### config.mk
export PLATFORM = sky130hd
export DESIGN_NAME = ifu
export DESIGN_NICKNAME = d
export VERILOG_FILES = /design/src/logic/ifu_fetch_pkg.sv /design/src/logic/ifu_bp_pkg.sv /design/src/logic/ifu_ifc_ctl.sv /design/src/logic/ifu_btb_bank.sv /design/src/logic/ifu_bp_sel.sv /design/src/logic/ifu.sv
export VERILOG_INCLUDE_DIRS = /design/src /design/src/logic
export SDC_FILE = /design/constraint.sdc
export NUM_CORES = 2
export LEC_CHECK = 0
export ABC_AREA = 1
export ABC_CLOCK_PERIOD_IN_PS = 6000
export BUFFER_PORTS_ARGS = -buffer_cell sky130_fd_sc_hd__buf_2
export CORE_AREA = 2 2 533 535
export DETAILED_ROUTE_END_ITERATION = 10
export DIE_AREA = 0 0 535 537
export SYNTH_ARGS = -nofsm -noshare
export SYNTH_HDL_FRONTEND = slang
export SYNTH_HIERARCHICAL = 1
export SYNTH_SLANG_ARGS = --single-unit
export TNS_END_PERCENT = 100
### constraint.sdc
create_clock -name clk -period 6 [get_ports clk]
set_input_delay 0.3 -clock clk [delete_from_list [all_inputs] [get_ports clk]]
set_output_delay 0.3 -clock clk [all_outputs]
set_load 0.005 [all_outputs]
### src/logic/ifu_params.svh
`ifndef IFU_PARAMS_SVH
`define IFU_PARAMS_SVH

// fetch group geometry
`define IFU_SLOTS 4              // halfword slots per fetch group
`define IFU_GROUP_BYTES 8        // bytes per fetch group
`define IFU_SLOT_BITS 16         // data bits per halfword slot

// branch target buffer, one bank per slot
`define IFU_BTB_DEPTH 16         // entries per bank, index is addr[6:3]
`define IFU_BTB_TAG_BITS 4       // tag is addr[10:7]

`endif

### src/logic/ifu_fetch_pkg.sv
package ifu_fetch_pkg;

   // fetch controller state
   typedef enum logic {
      FETCH_IDLE = 1'b0,         // no fetching, waits for a redirecting flush
      FETCH_RUN  = 1'b1          // one request per cycle unless stalled
   } fetch_state_e;

   // halfword address, bit 0 is always zero and is dropped
   typedef logic [31:1] hw_addr_t;

endpackage

### src/logic/ifu_bp_pkg.sv
`include "ifu_params.svh"

package ifu_bp_pkg;

   // update command from execute
   typedef enum logic [1:0] {
      BTB_NOP   = 2'd0,          // no change
      BTB_WRITE = 2'd1,          // set valid, store tag and target
      BTB_CLEAR = 2'd2           // drop the valid bit
   } btb_op_e;

   typedef logic [$clog2(`IFU_BTB_DEPTH)-1:0] btb_index_t;   // entry index in a bank
   typedef logic [`IFU_BTB_TAG_BITS-1:0]      btb_tag_t;     // upper address tag

endpackage

### src/logic/ifu_ifc_ctl.sv
`timescale 1ns/1ps
`include "ifu_params.svh"

module ifu_ifc_ctl (
   input  logic                    clk,
   input  logic                    reset,

   input  logic                    exu_flush_final,          // flush, redirect next cycle
   input  logic                    dec_tlu_flush_noredir_wb, // flush that stops fetching
   input  ifu_fetch_pkg::hw_addr_t exu_flush_path_final,     // flush target
   input  logic                    dec_ib_full,              // decode buffer back-pressure

   input  logic                    pred_taken_f1,            // a slot of this group is taken
   input  ifu_fetch_pkg::hw_addr_t pred_target_f1,           // its predicted target

   output ifu_fetch_pkg::hw_addr_t fetch_addr_f1,            // current F1 address
   output logic                    fetch_req_f1,             // request issued this cycle
   output logic                    ic_rd_en,                 // memory read strobe
   output logic [31:3]             ic_rw_addr                // group address to memory
);

   ifu_fetch_pkg::fetch_state_e fetch_state;   // idle or running
   ifu_fetch_pkg::hw_addr_t     group_base;    // F1 address with slot bits cleared
   ifu_fetch_pkg::hw_addr_t     seq_addr;      // base of the following group
   ifu_fetch_pkg::hw_addr_t     next_addr;     // address after a request

   //*******************************************************************
   // next address choice
   //*******************************************************************

   assign group_base = {fetch_addr_f1[31:3], 2'b00};   // drop start slot
   assign seq_addr   = group_base + ifu_fetch_pkg::hw_addr_t'(`IFU_GROUP_BYTES / 2);
   assign next_addr  = pred_taken_f1 ? pred_target_f1 : seq_addr;   // btb wins over seq

   // no request while idle, stalled or in the flush cycle
   assign fetch_req_f1 = (fetch_state == ifu_fetch_pkg::FETCH_RUN) &
                         ~dec_ib_full & ~exu_flush_final;

   assign ic_rd_en   = fetch_req_f1;             // memory answers one cycle later
   assign ic_rw_addr = fetch_addr_f1[31:3];      // whole group is read

   //*******************************************************************
   // state and F1 address
   //*******************************************************************

   always_ff @(posedge clk) begin
      if (reset) begin
         fetch_state   <= ifu_fetch_pkg::FETCH_IDLE;   // wait for first redirect
         fetch_addr_f1 <= '0;
      end else if (exu_flush_final) begin
         fetch_addr_f1 <= exu_flush_path_final;        // flush has priority over prediction
         if (dec_tlu_flush_noredir_wb) begin
            fetch_state <= ifu_fetch_pkg::FETCH_IDLE;  // halt fetching
         end else begin
            fetch_state <= ifu_fetch_pkg::FETCH_RUN;
         end
      end else if (fetch_req_f1) begin
         fetch_addr_f1 <= next_addr;                   // advance only on a request
      end
   end

endmodule

### src/logic/ifu_btb_bank.sv
`timescale 1ns/1ps
`include "ifu_params.svh"

module ifu_btb_bank #(
   parameter int bank_id = 0                                  // slot number of this bank
) (
   input  logic                    clk,
   input  logic                    reset,

   input  ifu_fetch_pkg::hw_addr_t fetch_addr_f1,             // lookup address
   input  ifu_bp_pkg::btb_op_e     btb_update_op,             // write or clear from execute
   input  ifu_fetch_pkg::hw_addr_t btb_update_pc,             // branch pc being updated
   input  ifu_fetch_pkg::hw_addr_t btb_update_target,         // branch target to store

   output logic                    hit,                       // valid tag match at or after start
   output ifu_fetch_pkg::hw_addr_t target                     // stored target of the entry
);

   logic [`IFU_BTB_DEPTH-1:0] entry_valid;                        // per entry valid
   ifu_bp_pkg::btb_tag_t      entry_tag    [`IFU_BTB_DEPTH];      // per entry tag
   ifu_fetch_pkg::hw_addr_t   entry_target [`IFU_BTB_DEPTH];      // per entry target

   ifu_bp_pkg::btb_index_t    rd_index;
   ifu_bp_pkg::btb_tag_t      rd_tag;
   ifu_bp_pkg::btb_index_t    wr_index;
   logic                      wr_own;      // update pc selects this bank
   logic                      slot_live;   // bank slot not before start slot

   //*******************************************************************
   // lookup
   //*******************************************************************

   assign rd_index  = fetch_addr_f1[6:3];
   assign rd_tag    = fetch_addr_f1[10:7];
   assign slot_live = bank_id >= int'(fetch_addr_f1[2:1]);   // earlier slots never hit

   assign hit    = entry_valid[rd_index] & (entry_tag[rd_index] == rd_tag) & slot_live;
   assign target = entry_target[rd_index];

   //*******************************************************************
   // update
   //*******************************************************************

   assign wr_index = btb_update_pc[6:3];
   assign wr_own   = btb_update_pc[2:1] == 2'(bank_id);

   always_ff @(posedge clk) begin
      if (reset) begin
         entry_valid <= '0;                                   // empty btb
      end else if (wr_own && btb_update_op == ifu_bp_pkg::BTB_WRITE) begin
         entry_valid[wr_index] <= 1'b1;
      end else if (wr_own && btb_update_op == ifu_bp_pkg::BTB_CLEAR) begin
         entry_valid[wr_index] <= 1'b0;
      end
   end

   always_ff @(posedge clk) begin
      if (wr_own && btb_update_op == ifu_bp_pkg::BTB_WRITE) begin
         entry_tag[wr_index]    <= btb_update_pc[10:7];       // new content seen next cycle
         entry_target[wr_index] <= btb_update_target;
      end
   end

endmodule

### src/logic/ifu_bp_sel.sv
`timescale 1ns/1ps
`include "ifu_params.svh"

module ifu_bp_sel (
   input  logic                                       clk,
   input  logic                                       reset,

   input  ifu_fetch_pkg::hw_addr_t                    fetch_addr_f1,       // F1 address
   input  logic                                       fetch_req_f1,        // request this cycle
   input  logic [`IFU_SLOTS-1:0]                      bank_hit,            // hit per slot
   input  ifu_fetch_pkg::hw_addr_t [`IFU_SLOTS-1:0]   bank_target,         // target per slot
   input  logic                                       dec_tlu_bpred_disable,
   input  logic [`IFU_SLOTS*`IFU_SLOT_BITS-1:0]       ic_rd_data,          // F2 memory data

   output logic                                       pred_taken_f1,       // redirect next fetch
   output ifu_fetch_pkg::hw_addr_t                    pred_target_f1,

   output logic                                       ifu_fetch_valid,     // F2 group valid
   output logic [`IFU_SLOTS-1:0]                      ifu_fetch_val,       // F2 slot mask
   output ifu_fetch_pkg::hw_addr_t                    ifu_fetch_pc,        // F2 fetch address
   output logic [`IFU_SLOTS*`IFU_SLOT_BITS-1:0]       ifu_fetch_data,      // F2 group data
   output logic                                       ifu_bp_taken,        // F2 group has taken slot
   output ifu_fetch_pkg::hw_addr_t                    ifu_bp_target        // F2 predicted target
);

   logic [`IFU_SLOTS-1:0] hit_eff;      // hits after global disable
   logic                  any_taken;
   logic [1:0]            taken_slot;   // lowest hitting slot
   logic [1:0]            start_slot;
   logic [1:0]            end_slot;     // last slot kept in the mask
   logic [`IFU_SLOTS-1:0] mask_f1;
   logic [`IFU_SLOTS-1:0] mask_f2;

   //*******************************************************************
   // F1 slot selection
   //*******************************************************************

   assign hit_eff    = bank_hit & {`IFU_SLOTS{~dec_tlu_bpred_disable}};
   assign start_slot = fetch_addr_f1[2:1];

   always_comb begin
      any_taken  = 1'b0;
      taken_slot = '0;
      for (int k = `IFU_SLOTS - 1; k >= 0; k--) begin   // downward scan, lowest wins
         if (hit_eff[k]) begin
            any_taken  = 1'b1;
            taken_slot = 2'(k);
         end
      end
   end

   assign end_slot = any_taken ? taken_slot : 2'(`IFU_SLOTS - 1);

   always_comb begin
      for (int k = 0; k < `IFU_SLOTS; k++) begin
         mask_f1[k] = (2'(k) >= start_slot) && (2'(k) <= end_slot);   // start..taken
      end
   end

   assign pred_taken_f1  = fetch_req_f1 & any_taken;      // only a real request redirects
   assign pred_target_f1 = bank_target[taken_slot];

   //*******************************************************************
   // F2 stage
   //*******************************************************************

   always_ff @(posedge clk) begin
      if (reset) begin
         ifu_fetch_valid <= 1'b0;
         ifu_bp_taken    <= 1'b0;
      end else begin
         ifu_fetch_valid <= fetch_req_f1;   // fixed one cycle latency
         ifu_bp_taken    <= pred_taken_f1;
      end
   end

   always_ff @(posedge clk) begin
      if (fetch_req_f1) begin
         mask_f2       <= mask_f1;
         ifu_fetch_pc  <= fetch_addr_f1;
         ifu_bp_target <= pred_target_f1;
      end
   end

   assign ifu_fetch_val  = ifu_fetch_valid ? mask_f2 : '0;   // no stale mask when idle
   assign ifu_fetch_data = ic_rd_data;                       // memory already answers in F2

endmodule

### src/logic/ifu.sv
`timescale 1ns/1ps
`include "ifu_params.svh"

module ifu (
   input  logic                                 clk,
   input  logic                                 reset,

   input  logic                                 exu_flush_final,            // flush with redirect
   input  logic                                 dec_tlu_flush_noredir_wb,   // flush, stop fetch
   input  ifu_fetch_pkg::hw_addr_t              exu_flush_path_final,       // flush address
   input  logic                                 dec_ib_full,                // decode buffer full
   input  logic                                 dec_tlu_bpred_disable,      // disable all prediction

   input  ifu_bp_pkg::btb_op_e                  btb_update_op,              // btb update command
   input  ifu_fetch_pkg::hw_addr_t              btb_update_pc,
   input  ifu_fetch_pkg::hw_addr_t              btb_update_target,

   output logic                                 ic_rd_en,                   // memory read
   output logic [31:3]                          ic_rw_addr,
   input  logic [`IFU_SLOTS*`IFU_SLOT_BITS-1:0] ic_rd_data,                 // one cycle later

   output logic                                 ifu_fetch_valid,
   output logic [`IFU_SLOTS-1:0]                ifu_fetch_val,
   output ifu_fetch_pkg::hw_addr_t              ifu_fetch_pc,
   output logic [`IFU_SLOTS*`IFU_SLOT_BITS-1:0] ifu_fetch_data,
   output logic                                 ifu_bp_taken,
   output ifu_fetch_pkg::hw_addr_t              ifu_bp_target
);

   ifu_fetch_pkg::hw_addr_t                  fetch_addr_f1;   // controller to banks and selector
   logic                                     fetch_req_f1;
   logic                                     pred_taken_f1;   // selector back to controller
   ifu_fetch_pkg::hw_addr_t                  pred_target_f1;
   logic [`IFU_SLOTS-1:0]                    bank_hit;        // one per slot bank
   ifu_fetch_pkg::hw_addr_t [`IFU_SLOTS-1:0] bank_target;

   //*******************************************************************
   // fetch control
   //*******************************************************************

   ifu_ifc_ctl ifc (.*);

   //*******************************************************************
   // btb banks, one per halfword slot
   //*******************************************************************

   for (genvar g = 0; g < `IFU_SLOTS; g++) begin : g_btb_bank
      ifu_btb_bank #(.bank_id(g)) btb_bank (
         .clk               (clk),
         .reset             (reset),
         .fetch_addr_f1     (fetch_addr_f1),
         .btb_update_op     (btb_update_op),      // each bank decodes its own writes
         .btb_update_pc     (btb_update_pc),
         .btb_update_target (btb_update_target),
         .hit               (bank_hit[g]),
         .target            (bank_target[g])
      );
   end

   // slot selection and F2 outputs
   ifu_bp_sel bp_sel (.*);

endmodule

After elaboration in Yosys (flattened, before gate mapping)
Memories as Yosys holds them, arrays and structs flattened. A register that Yosys moved wholly into a read port is not among the register bits.
Cells that the tools add are included.
{ "classes": {"add_sub_neg": 1, "multipliers": 0, "div_mod_pow": 0, "magnitude_cmp": 15, "n_eq_ne": 9, "shifts": 0, "mux": 58, "bitwise_logic": 23, "n_reduce_logical": 19} }
{ "ops": {"columns": ["cell", "count"], "rows": [
  ["$mux W16", 8],
  ["$mux W31", 4],
  ["$mux W4", 17],
  ["$and A16 B16 Y16", 4],
  ["$or A16 B16 Y16", 4],
  ["$bmux W31 S2", 1],
  ["$add A31 B3 Y31 const B", 1],
  ["$mux W1", 18],
  ["$bmux W1 S4", 4],
  ["$eq A4 B4 Y1", 4],
  ["$not A16 Y16", 1],
  ["$logic_and A1 B1 Y1", 13],
  ["$and A1 B1 Y1", 10],
  ["$lt A4 B5 Y1 const B", 2],
  ["$mux W2", 5],
  ["$reduce_bool A2 Y1", 5],
  ["$ge A1 B2 Y1 const A", 4],
  ["$eq A2 B2 Y1 const B", 3],
  ["$ge A2 B2 Y1 const A", 3],
  ["$and A4 B4 Y4", 1],
  ["$demux W1 S4", 1],
  ["$eq A2 B1 Y1 const B", 2],
  ["$ge A4 B1 Y1 const B", 1],
  ["$le A1 B2 Y1 const A", 2],
  ["4 further kinds", 7]
]} }
{ "totals": {"regBits": 164, "latchBits": 0, "ramBits": 2240, "mem_bits_ro": 0, "in_bits": 165, "word_cells": 144, "mem_count": 8} }
{ "memory_table": {"columns": ["name", "depth", "width", "rd", "rd_ports_with_merged_regs", "write_ports", "line_no", "rtl"], "rows": [
  ["g_btb_bank[0].btb_bank.entry_target", 16, 31, 1, 1, 1, "ifu_btb_bank.sv:21", "ifu_fetch_pkg::hw_addr_t entry_target [`IFU_BTB_DEPTH];"],
  ["g_btb_bank[1].btb_bank.entry_target", 16, 31, 1, 1, 1, "ifu_btb_bank.sv:21", null],
  ["g_btb_bank[2].btb_bank.entry_target", 16, 31, 1, 1, 1, "ifu_btb_bank.sv:21", null],
  ["g_btb_bank[3].btb_bank.entry_target", 16, 31, 1, 1, 1, "ifu_btb_bank.sv:21", null],
  ["g_btb_bank[0].btb_bank.entry_tag", 16, 4, 1, 1, 1, "ifu_btb_bank.sv:20", "ifu_bp_pkg::btb_tag_t entry_tag [`IFU_BTB_DEPTH];"],
  ["g_btb_bank[1].btb_bank.entry_tag", 16, 4, 1, 1, 1, "ifu_btb_bank.sv:20", null],
  ["+2 memories", null, null, null, null, null, null, null]
]} }

Logic depth before layout (Yosys ltp)
{ "depth": {"ltp_word": 16, "ltp_mapped": 26, "mapped_depth_nobuf": 23} }

By module
The synthesis kept the hierarchy.
{ "modules_own_cells": {"columns": ["mod", "n_inst", "cells_per_inst", "area_per_inst_um2"], "rows": [
  ["ifu_btb_bank at g_btb_bank[1].btb_bank", 1, 1750, 22866.9],
  ["ifu_btb_bank at g_btb_bank[2].btb_bank", 1, 1743, 22814.4],
  ["ifu_btb_bank at g_btb_bank[3].btb_bank", 1, 1727, 22791.9],
  ["ifu_btb_bank at g_btb_bank[0].btb_bank", 1, 1748, 22773.1],
  ["ifu_bp_sel", 1, 529, 4217.8],
  ["ifu_ifc_ctl", 1, 449, 2751.4]
]} }

Worst setup path after synthesis
No wires, ideal clock.
{ "synth_timing": {"kind": "input to register", "start": "in dec_ib_full", "end": "reg ifc.fetch_addr_f1[10]", "setup_ps": 135, "arrival_ps": 4632, "slack_ps": 1233, "cell_stages": 12, "path_buffers": 2, "path_cell_list": "inv_1 -> nand2_1 -> nor2_1 -> inv_1 -> nor2_1 -> buf_2 -> clkinv_1 -> buf_2 -> nand2_1 -> nand3_1 -> nand2_1 -> a21oi_1"} }
{ "synth_between": {"elab_chain_cells": 7, "word_cells_on_any_way": 8, "cone_classes": "mux (3); bitwise (4); reduce/logical (1)"} }
{ "synth_rtl": {"columns": ["element", "line_no", "rtl"], "rows": [
  ["start, declared", "ifu.sv:11", "input logic dec_ib_full,"],
  ["$not A1 Y1", "ifu_ifc_ctl.sv:37", "~dec_ib_full & ~exu_flush_final;"],
  ["$and A1 B1 Y1", "ifu_ifc_ctl.sv:36", "assign fetch_req_f1 = (fetch_state == ifu_fetch_pkg::FETCH_RUN) &"],
  ["$and A1 B1 Y1", "ifu_ifc_ctl.sv:37", null],
  ["net fetch_req_f1", "ifu.sv:31", "logic fetch_req_f1;"],
  ["$and A1 B1 Y1", "ifu_bp_sel.sv:60", "assign pred_taken_f1 = fetch_req_f1 & any_taken;"],
  ["net pred_taken_f1", "ifu.sv:32", "logic pred_taken_f1;"],
  ["$mux W31", "ifu_ifc_ctl.sv:33", "assign next_addr = pred_taken_f1 ? pred_target_f1 : seq_addr;"],
  ["$mux W31", "ifu_ifc_ctl.sv:57", "end else if (fetch_req_f1) begin"],
  ["$mux W31", "ifu_ifc_ctl.sv:50", "end else if (exu_flush_final) begin"],
  ["end signal, assigned", "ifu_ifc_ctl.sv:51", "fetch_addr_f1 <= exu_flush_path_final;"],
  ["end signal, assigned", "ifu_ifc_ctl.sv:58", "fetch_addr_f1 <= next_addr;"],
  ["end, declared", "ifu_ifc_ctl.sv:16", "output ifu_fetch_pkg::hw_addr_t fetch_addr_f1,"]
]} }
The timed path passes the listed nets, and every way through them passes these cells. The select of a mux whose other input is x is not followed.
A chain may end at the register's enable or synchronous reset.

Worst setup path after layout
{ "layout_timing": {"start": "reg ifc.fetch_addr_f1[2]", "end": "reg ifc.fetch_addr_f1[14]"} }
{ "layout_between": {"elab_chain_cells": 13, "word_cells_on_any_way": 31, "cone_classes": "add/sub (1); mux (21); bitwise (9)"} }
{ "layout_rtl": {"columns": ["element", "line_no", "rtl"], "rows": [
  ["$bmux W1 S4", "ifu_btb_bank.sv:37", "assign hit = entry_valid[rd_index] & (entry_tag[rd_index] == rd_tag) & slot_live;"],
  ["$mux W1 (implied by the code)", "ifu_btb_bank.sv:37", null],
  ["$and A1 B1 Y1 (2 in series)", "ifu_btb_bank.sv:37", null],
  ["net bank_hit[2]", "ifu.sv:34", "logic [`IFU_SLOTS-1:0] bank_hit;"],
  ["$and A4 B4 Y4", "ifu_bp_sel.sv:38", "assign hit_eff = bank_hit & {`IFU_SLOTS{~dec_tlu_bpred_disable}};"],
  ["$mux W2 (3 in series)", "ifu_bp_sel.sv:45", "if (hit_eff[k]) begin"],
  ["$bmux W31 S2", "ifu_bp_sel.sv:61", "assign pred_target_f1 = bank_target[taken_slot];"],
  ["$mux W31 (implied by the code)", "ifu_bp_sel.sv:61", null],
  ["net pred_target_f1[14]", "ifu.sv:33", "ifu_fetch_pkg::hw_addr_t pred_target_f1;"],
  ["$mux W31", "ifu_ifc_ctl.sv:33", null],
  ["$mux W31", "ifu_ifc_ctl.sv:57", null],
  ["$mux W31", "ifu_ifc_ctl.sv:50", null]
]} }
The timed path passes the listed nets, and every way through them passes these cells. The select of a mux whose other input is x is not followed.

==> impl_metrics.prom <==
# TYPE chip_impl_metric gauge
chip_impl_info{name="outcome",value="completed"} 1
chip_impl_info{name="whs_endpoint",value="ifc/fetch_addr_f1[2]"} 1
chip_impl_info{name="rr_endpoint",value="ifc/fetch_addr_f1[14]"} 1
chip_impl_metric{name="hold_ws",unit="ns"} 0.0589
chip_impl_metric{name="floorplan.io_pins",unit=""} 327
chip_impl_info{name="postSynth.topFlopCell",value="edfxtp_1"} 1
chip_impl_metric{name="clock_period_minus_worst_slack",unit="ns"} 4.81
chip_impl_metric{name="initial_core_util",unit="%"} 34.9
chip_impl_metric{name="synthesis.yosys.warnings",unit=""} 6
chip_impl_metric{name="maxSlewHeadroom",unit="%"} 21.7
chip_impl_metric{name="worstPathRequired",unit="ns"} 6.68
chip_impl_info{name="unrepaired_setup_endpoints_after_global_routing",value="false"} 1
chip_impl_metric{name="tightest_slew",unit="ns"} 1.17
chip_impl_metric{name="clk_latency",unit="ns"} 0.86
chip_impl_metric{name="clkSinkCount",unit=""} 2404
chip_impl_metric{name="timing.critical_path.fanout_max",unit=""} 40
chip_impl_metric{name="die_w",unit="um"} 535
chip_impl_metric{name="synth_edf_count",unit=""} 2306
chip_impl_metric{name="mappedNetlistNets",unit=""} 8112
chip_impl_metric{name="report.final.setup_viol",unit=""} 0
chip_impl_metric{name="clock_path_buffers",unit=""} 4
chip_impl_metric{name="synth_register_bits",unit=""} 2404
chip_impl_metric{name="rrSetupSlack",unit="ns"} 1.19
chip_impl_metric{name="core.rowCount",unit=""} 195
chip_impl_metric{name="max_freq",unit="GHz"} 0.208
chip_impl_metric{name="netlist-cell-type-count",unit=""} 45
chip_impl_metric{name="layout_setup_ws",unit="ns"} 1.19
chip_impl_info{name="hold_path_startpoint",value="exu_flush_path_final[2]"} 1
chip_impl_metric{name="cts.clk_slew.worst_paths",unit="ns"} 0.06
chip_impl_metric{name="gp_routability_congestion",unit=""} 0.892
chip_impl_info{name="crit_path_top_delay_cell",value="dfxtp_4"} 1
chip_impl_metric{name="syn-cell-area",unit="um2"} 98200
chip_impl_metric{name="detailed_place_hpwl",unit="mm"} 168
chip_impl_info{name="worstHoldPathType",value="input port to flip-flop"} 1
chip_impl_metric{name="detail_route.vias_per_cell",unit=""} 5.51
chip_impl_metric{name="cts_htree_levels",unit=""} 5
chip_impl_metric{name="slowest_delay",unit="ns"} 0.84
chip_impl_metric{name="max-cap-violations",unit=""} 0
chip_impl_metric{name="die_y",unit="um"} 537
chip_impl_info{name="ctsRootBufferMaster",value="clkbuf_16"} 1
chip_impl_metric{name="drcViolationCount",unit=""} 0
chip_impl_metric{name="ir_drop",unit="V"} 0.000214
chip_impl_metric{name="post-place-ws",unit="ns"} 1.33
chip_impl_metric{name="hold_path_depth",unit=""} 5
chip_impl_metric{name="hold_viol_final",unit=""} 0
chip_impl_info{name="path_delay_family",value="simple AND/OR/NAND/NOR gates"} 1
chip_impl_metric{name="final_min_period_over_clock_period",unit="%"} 80.1
chip_impl_metric{name="route.antenna.remaining_nets",unit=""} 0
chip_impl_info{name="path_cells",value="buf_4 -> nand2_1 -> nand3_1 -> nand3_1 -> nand3_1 -> nand2_1 -> nand2_1 -> nand2_1 -> nor2_1 -> nand2_1 -> nor2_1 -> inv_1 -> nand2_1 -> nand2_2 -> nand2_2 -> buf_4 -> nand2_1 -> nand3_1 -> nand2_1 -> a21oi_1 -> nand2_1 -> nand2_1 -> a21oi_1"} 1
chip_impl_info{name="most_frequent_cell_on_critical_path",value="nand2_1"} 1
chip_impl_metric{name="post_cts.resized_instances",unit=""} 0
chip_impl_info{name="r2r-start",value="ifc/fetch_addr_f1[2]"} 1
chip_impl_metric{name="setup_total_negative_slack",unit="ns"} 0
chip_impl_metric{name="grt_start_max_net_pins",unit=""} 190
chip_impl_metric{name="cts-buffers-inserted",unit=""} 266
chip_impl_metric{name="global_route.usage.total",unit="%"} 20.6
chip_impl_metric{name="grt-ovfl-total",unit=""} 0
chip_impl_metric{name="cts_post_setup_buffers_inserted",unit=""} 0
chip_impl_metric{name="asyncSetResetFlopFracSynth",unit="%"} 0
chip_impl_info{name="worst-setup-path-type",value="flip-flop to flip-flop"} 1
chip_impl_metric{name="via_count",unit=""} 65800
chip_impl_metric{name="cp.buffers_inverters",unit=""} 3
chip_impl_metric{name="reg2regPathDepth",unit=""} 23
chip_impl_metric{name="post_drt_wl_per_cell",unit="um"} 25.6
chip_impl_metric{name="cp.arrival",unit="ns"} 5.49
chip_impl_metric{name="drt_pass1_iterations",unit=""} 8
chip_impl_metric{name="static-leakage-power",unit="nW"} 36.8
chip_impl_metric{name="ys_seq_area_share",unit="%"} 72.5
chip_impl_metric{name="finish.utilization",unit="%"} 39.4
chip_impl_metric{name="grt_antenna_before_repair",unit=""} 35
chip_impl_metric{name="final_max_slew_viol_count",unit=""} 0
chip_impl_metric{name="area_delta_synth_final",unit="%"} 12.9
chip_impl_metric{name="final.setup_skew",unit="ns"} 0.0770
chip_impl_metric{name="first_global_vias",unit=""} 62300
chip_impl_info{name="tritoncts",value="done"} 1
chip_impl_metric{name="synth_area_per_cell",unit="um2"} 12.4
chip_impl_metric{name="grt_first_pass_wirelength",unit="mm"} 432
chip_impl_info{name="endpoint_kind",value="flip-flop"} 1
chip_impl_metric{name="power",unit="W"} 0.0372
chip_impl_info{name="worstSetupStartpointType",value="flip-flop"} 1
chip_impl_metric{name="numPortBuffers",unit=""} 177
chip_impl_metric{name="final_layout_size_suffix_gt1_share",unit="%"} 10.4
chip_impl_metric{name="wirelength",unit="mm"} 306
chip_impl_metric{name="syn_inst",unit=""} 7946
chip_impl_metric{name="floorplan.die_area",unit="um2"} 287000
chip_impl_metric{name="detailedRoute.firstIterationViolations",unit=""} 8347
chip_impl_metric{name="finish.net_count",unit=""} 8151
chip_impl_metric{name="floorplan.core_area",unit="um2"} 281000
chip_impl_metric{name="pwr_density_cell",unit="nW/um2"} 335
state kept, by name (all words and copies together) (netlist names), named ones only:
register,cells
g_btb_bank.btb_bank/entry_target,1984
g_btb_bank.btb_bank/entry_tag,256
bp_sel/ifu_bp_target,31
bp_sel/ifu_fetch_pc,31
ifc/fetch_addr_f1,31
bp_sel/mask_f2,4
bp_sel/ifu_bp_taken,1
bp_sel/ifu_fetch_valid,1
ifc/fetch_state,1
cells in the final DEF, fill, tap and decap left out, types with 9 or more instances in the layout:
cell type,netlist,layout
diode_2,0,16
nand2_2,13,13
a21oi_1,109,109
bufinv_16,0,12
nand3_1,502,502
nor2_4,7,55
inv_2,9,29
o22ai_1,94,94
buf_2,171,176
nand2_1,810,810
dfxtp_1,98,93
edfxtp_1,2306,2306
inv_1,435,412
o21ai_1,53,53
o21ai_0,1040,1040
clkbuf_16,0,273
clkbuf_1,256,63
o211ai_1,109,109
nor2_1,1257,1209
inv_6,2,14
nand4_1,9,9
buf_12,0,14
clkinv_2,0,42
o221ai_1,407,407
dlygate4sd3_1,0,32
buf_4,139,169
clkinv_1,7,44
power breakdown:
part / switching (W) / internal [W]
Clock: 0.00652 / 0.00893
Combinational: 0.00241 / 0.000721
Sequential: 0.000121 / 0.0185
worst min-delay path, stage by stage:
cell and delay, ns:
buf_2 0.10, nor2_1 0.18, nor2_1 0.09, o21ai_0 0.08, a21oi_1 0.09
stage by stage:
step                      std cells  instance area (um2)
final                         11900               111000
after global routing          11900               111000
after CTS                     11900               111000
after detailed placement      11400               102000
after global placement        11400               102000
after floorplan                7946                98200
routing by layer:
layer	track usage (%)	vias up	part of all wire [%]
li1	-	28900	-
met2	33.0	3180	46
met4	12.0	8	6.1
met3	3.28	639	8.7
met5	0	-	0.015
met1	26.5	33000	39
repair_timing:
action	CTS	global route
endpoints found under the hold margin	63	0
endpoints found under the setup margin	0	0
hold buffers	32	0
cell families after synthesis:
| family | synth area share (%) |
|---|---|
| simple gates | 10.9 |
| flops | 72.5 |
| compound gates | 11.3 |
| buf+inv | 5.15 |
| xor+xnor | 0.0981 |
| fa+ha+maj | 0.0127 |
how the worst max path moves through the flow:
stage                     slack (ns)                  from  cells after the start                    end
after detailed placement        1.33  ifc/fetch_addr_f1[2]                     23  ifc/fetch_addr_f1[14]
after global placement          1.36  ifc/fetch_addr_f1[2]                     23  ifc/fetch_addr_f1[14]
after CTS                       1.33  ifc/fetch_addr_f1[2]                     23  ifc/fetch_addr_f1[14]
final                           1.19  ifc/fetch_addr_f1[2]                     23  ifc/fetch_addr_f1[14]
after global routing            0.93  ifc/fetch_addr_f1[2]                     23  ifc/fetch_addr_f1[14]
after floorplan                 1.23           dec_ib_full                     12  ifc/fetch_addr_f1[10]
Yosys cell counts (all sizes together) (2+ instances only):
cell type	count	area (um2)
o22ai	94	588
o21ai	1094	5490
clkbuf	259	976
nand4	9	56.3
inv	448	1700
a21oi	116	607
o211ai	109	818
nand3b	3	22.5
a31oi	3	18.8
buf	361	2360
o221ai	407	3560
xor2	4	35.0
dfxtp	98	1960
nor4	2	12.5
a211oi	5	37.5
clkinv	7	26.3
o21bai	2	15.0
or2	5	31.3
edfxtp	2306	69200
nor2	1272	4860
nand3	502	2510
nand2	825	3140
nor3	5	47.5
xnor2	7	61.3
layout make-up:
class                      instances  area [um2]
fill                           25900      170000
sequential                      2404       71200
multi-input combinational       4467       22300
clock buffer                     341        7140
tap                             3743        4680
timing repair buffer             391        2750
inverter                         455        1750
clock inverter                   119         973
antenna                           16        40.0
No activity file was read; power rests on OpenSTA's default activity.
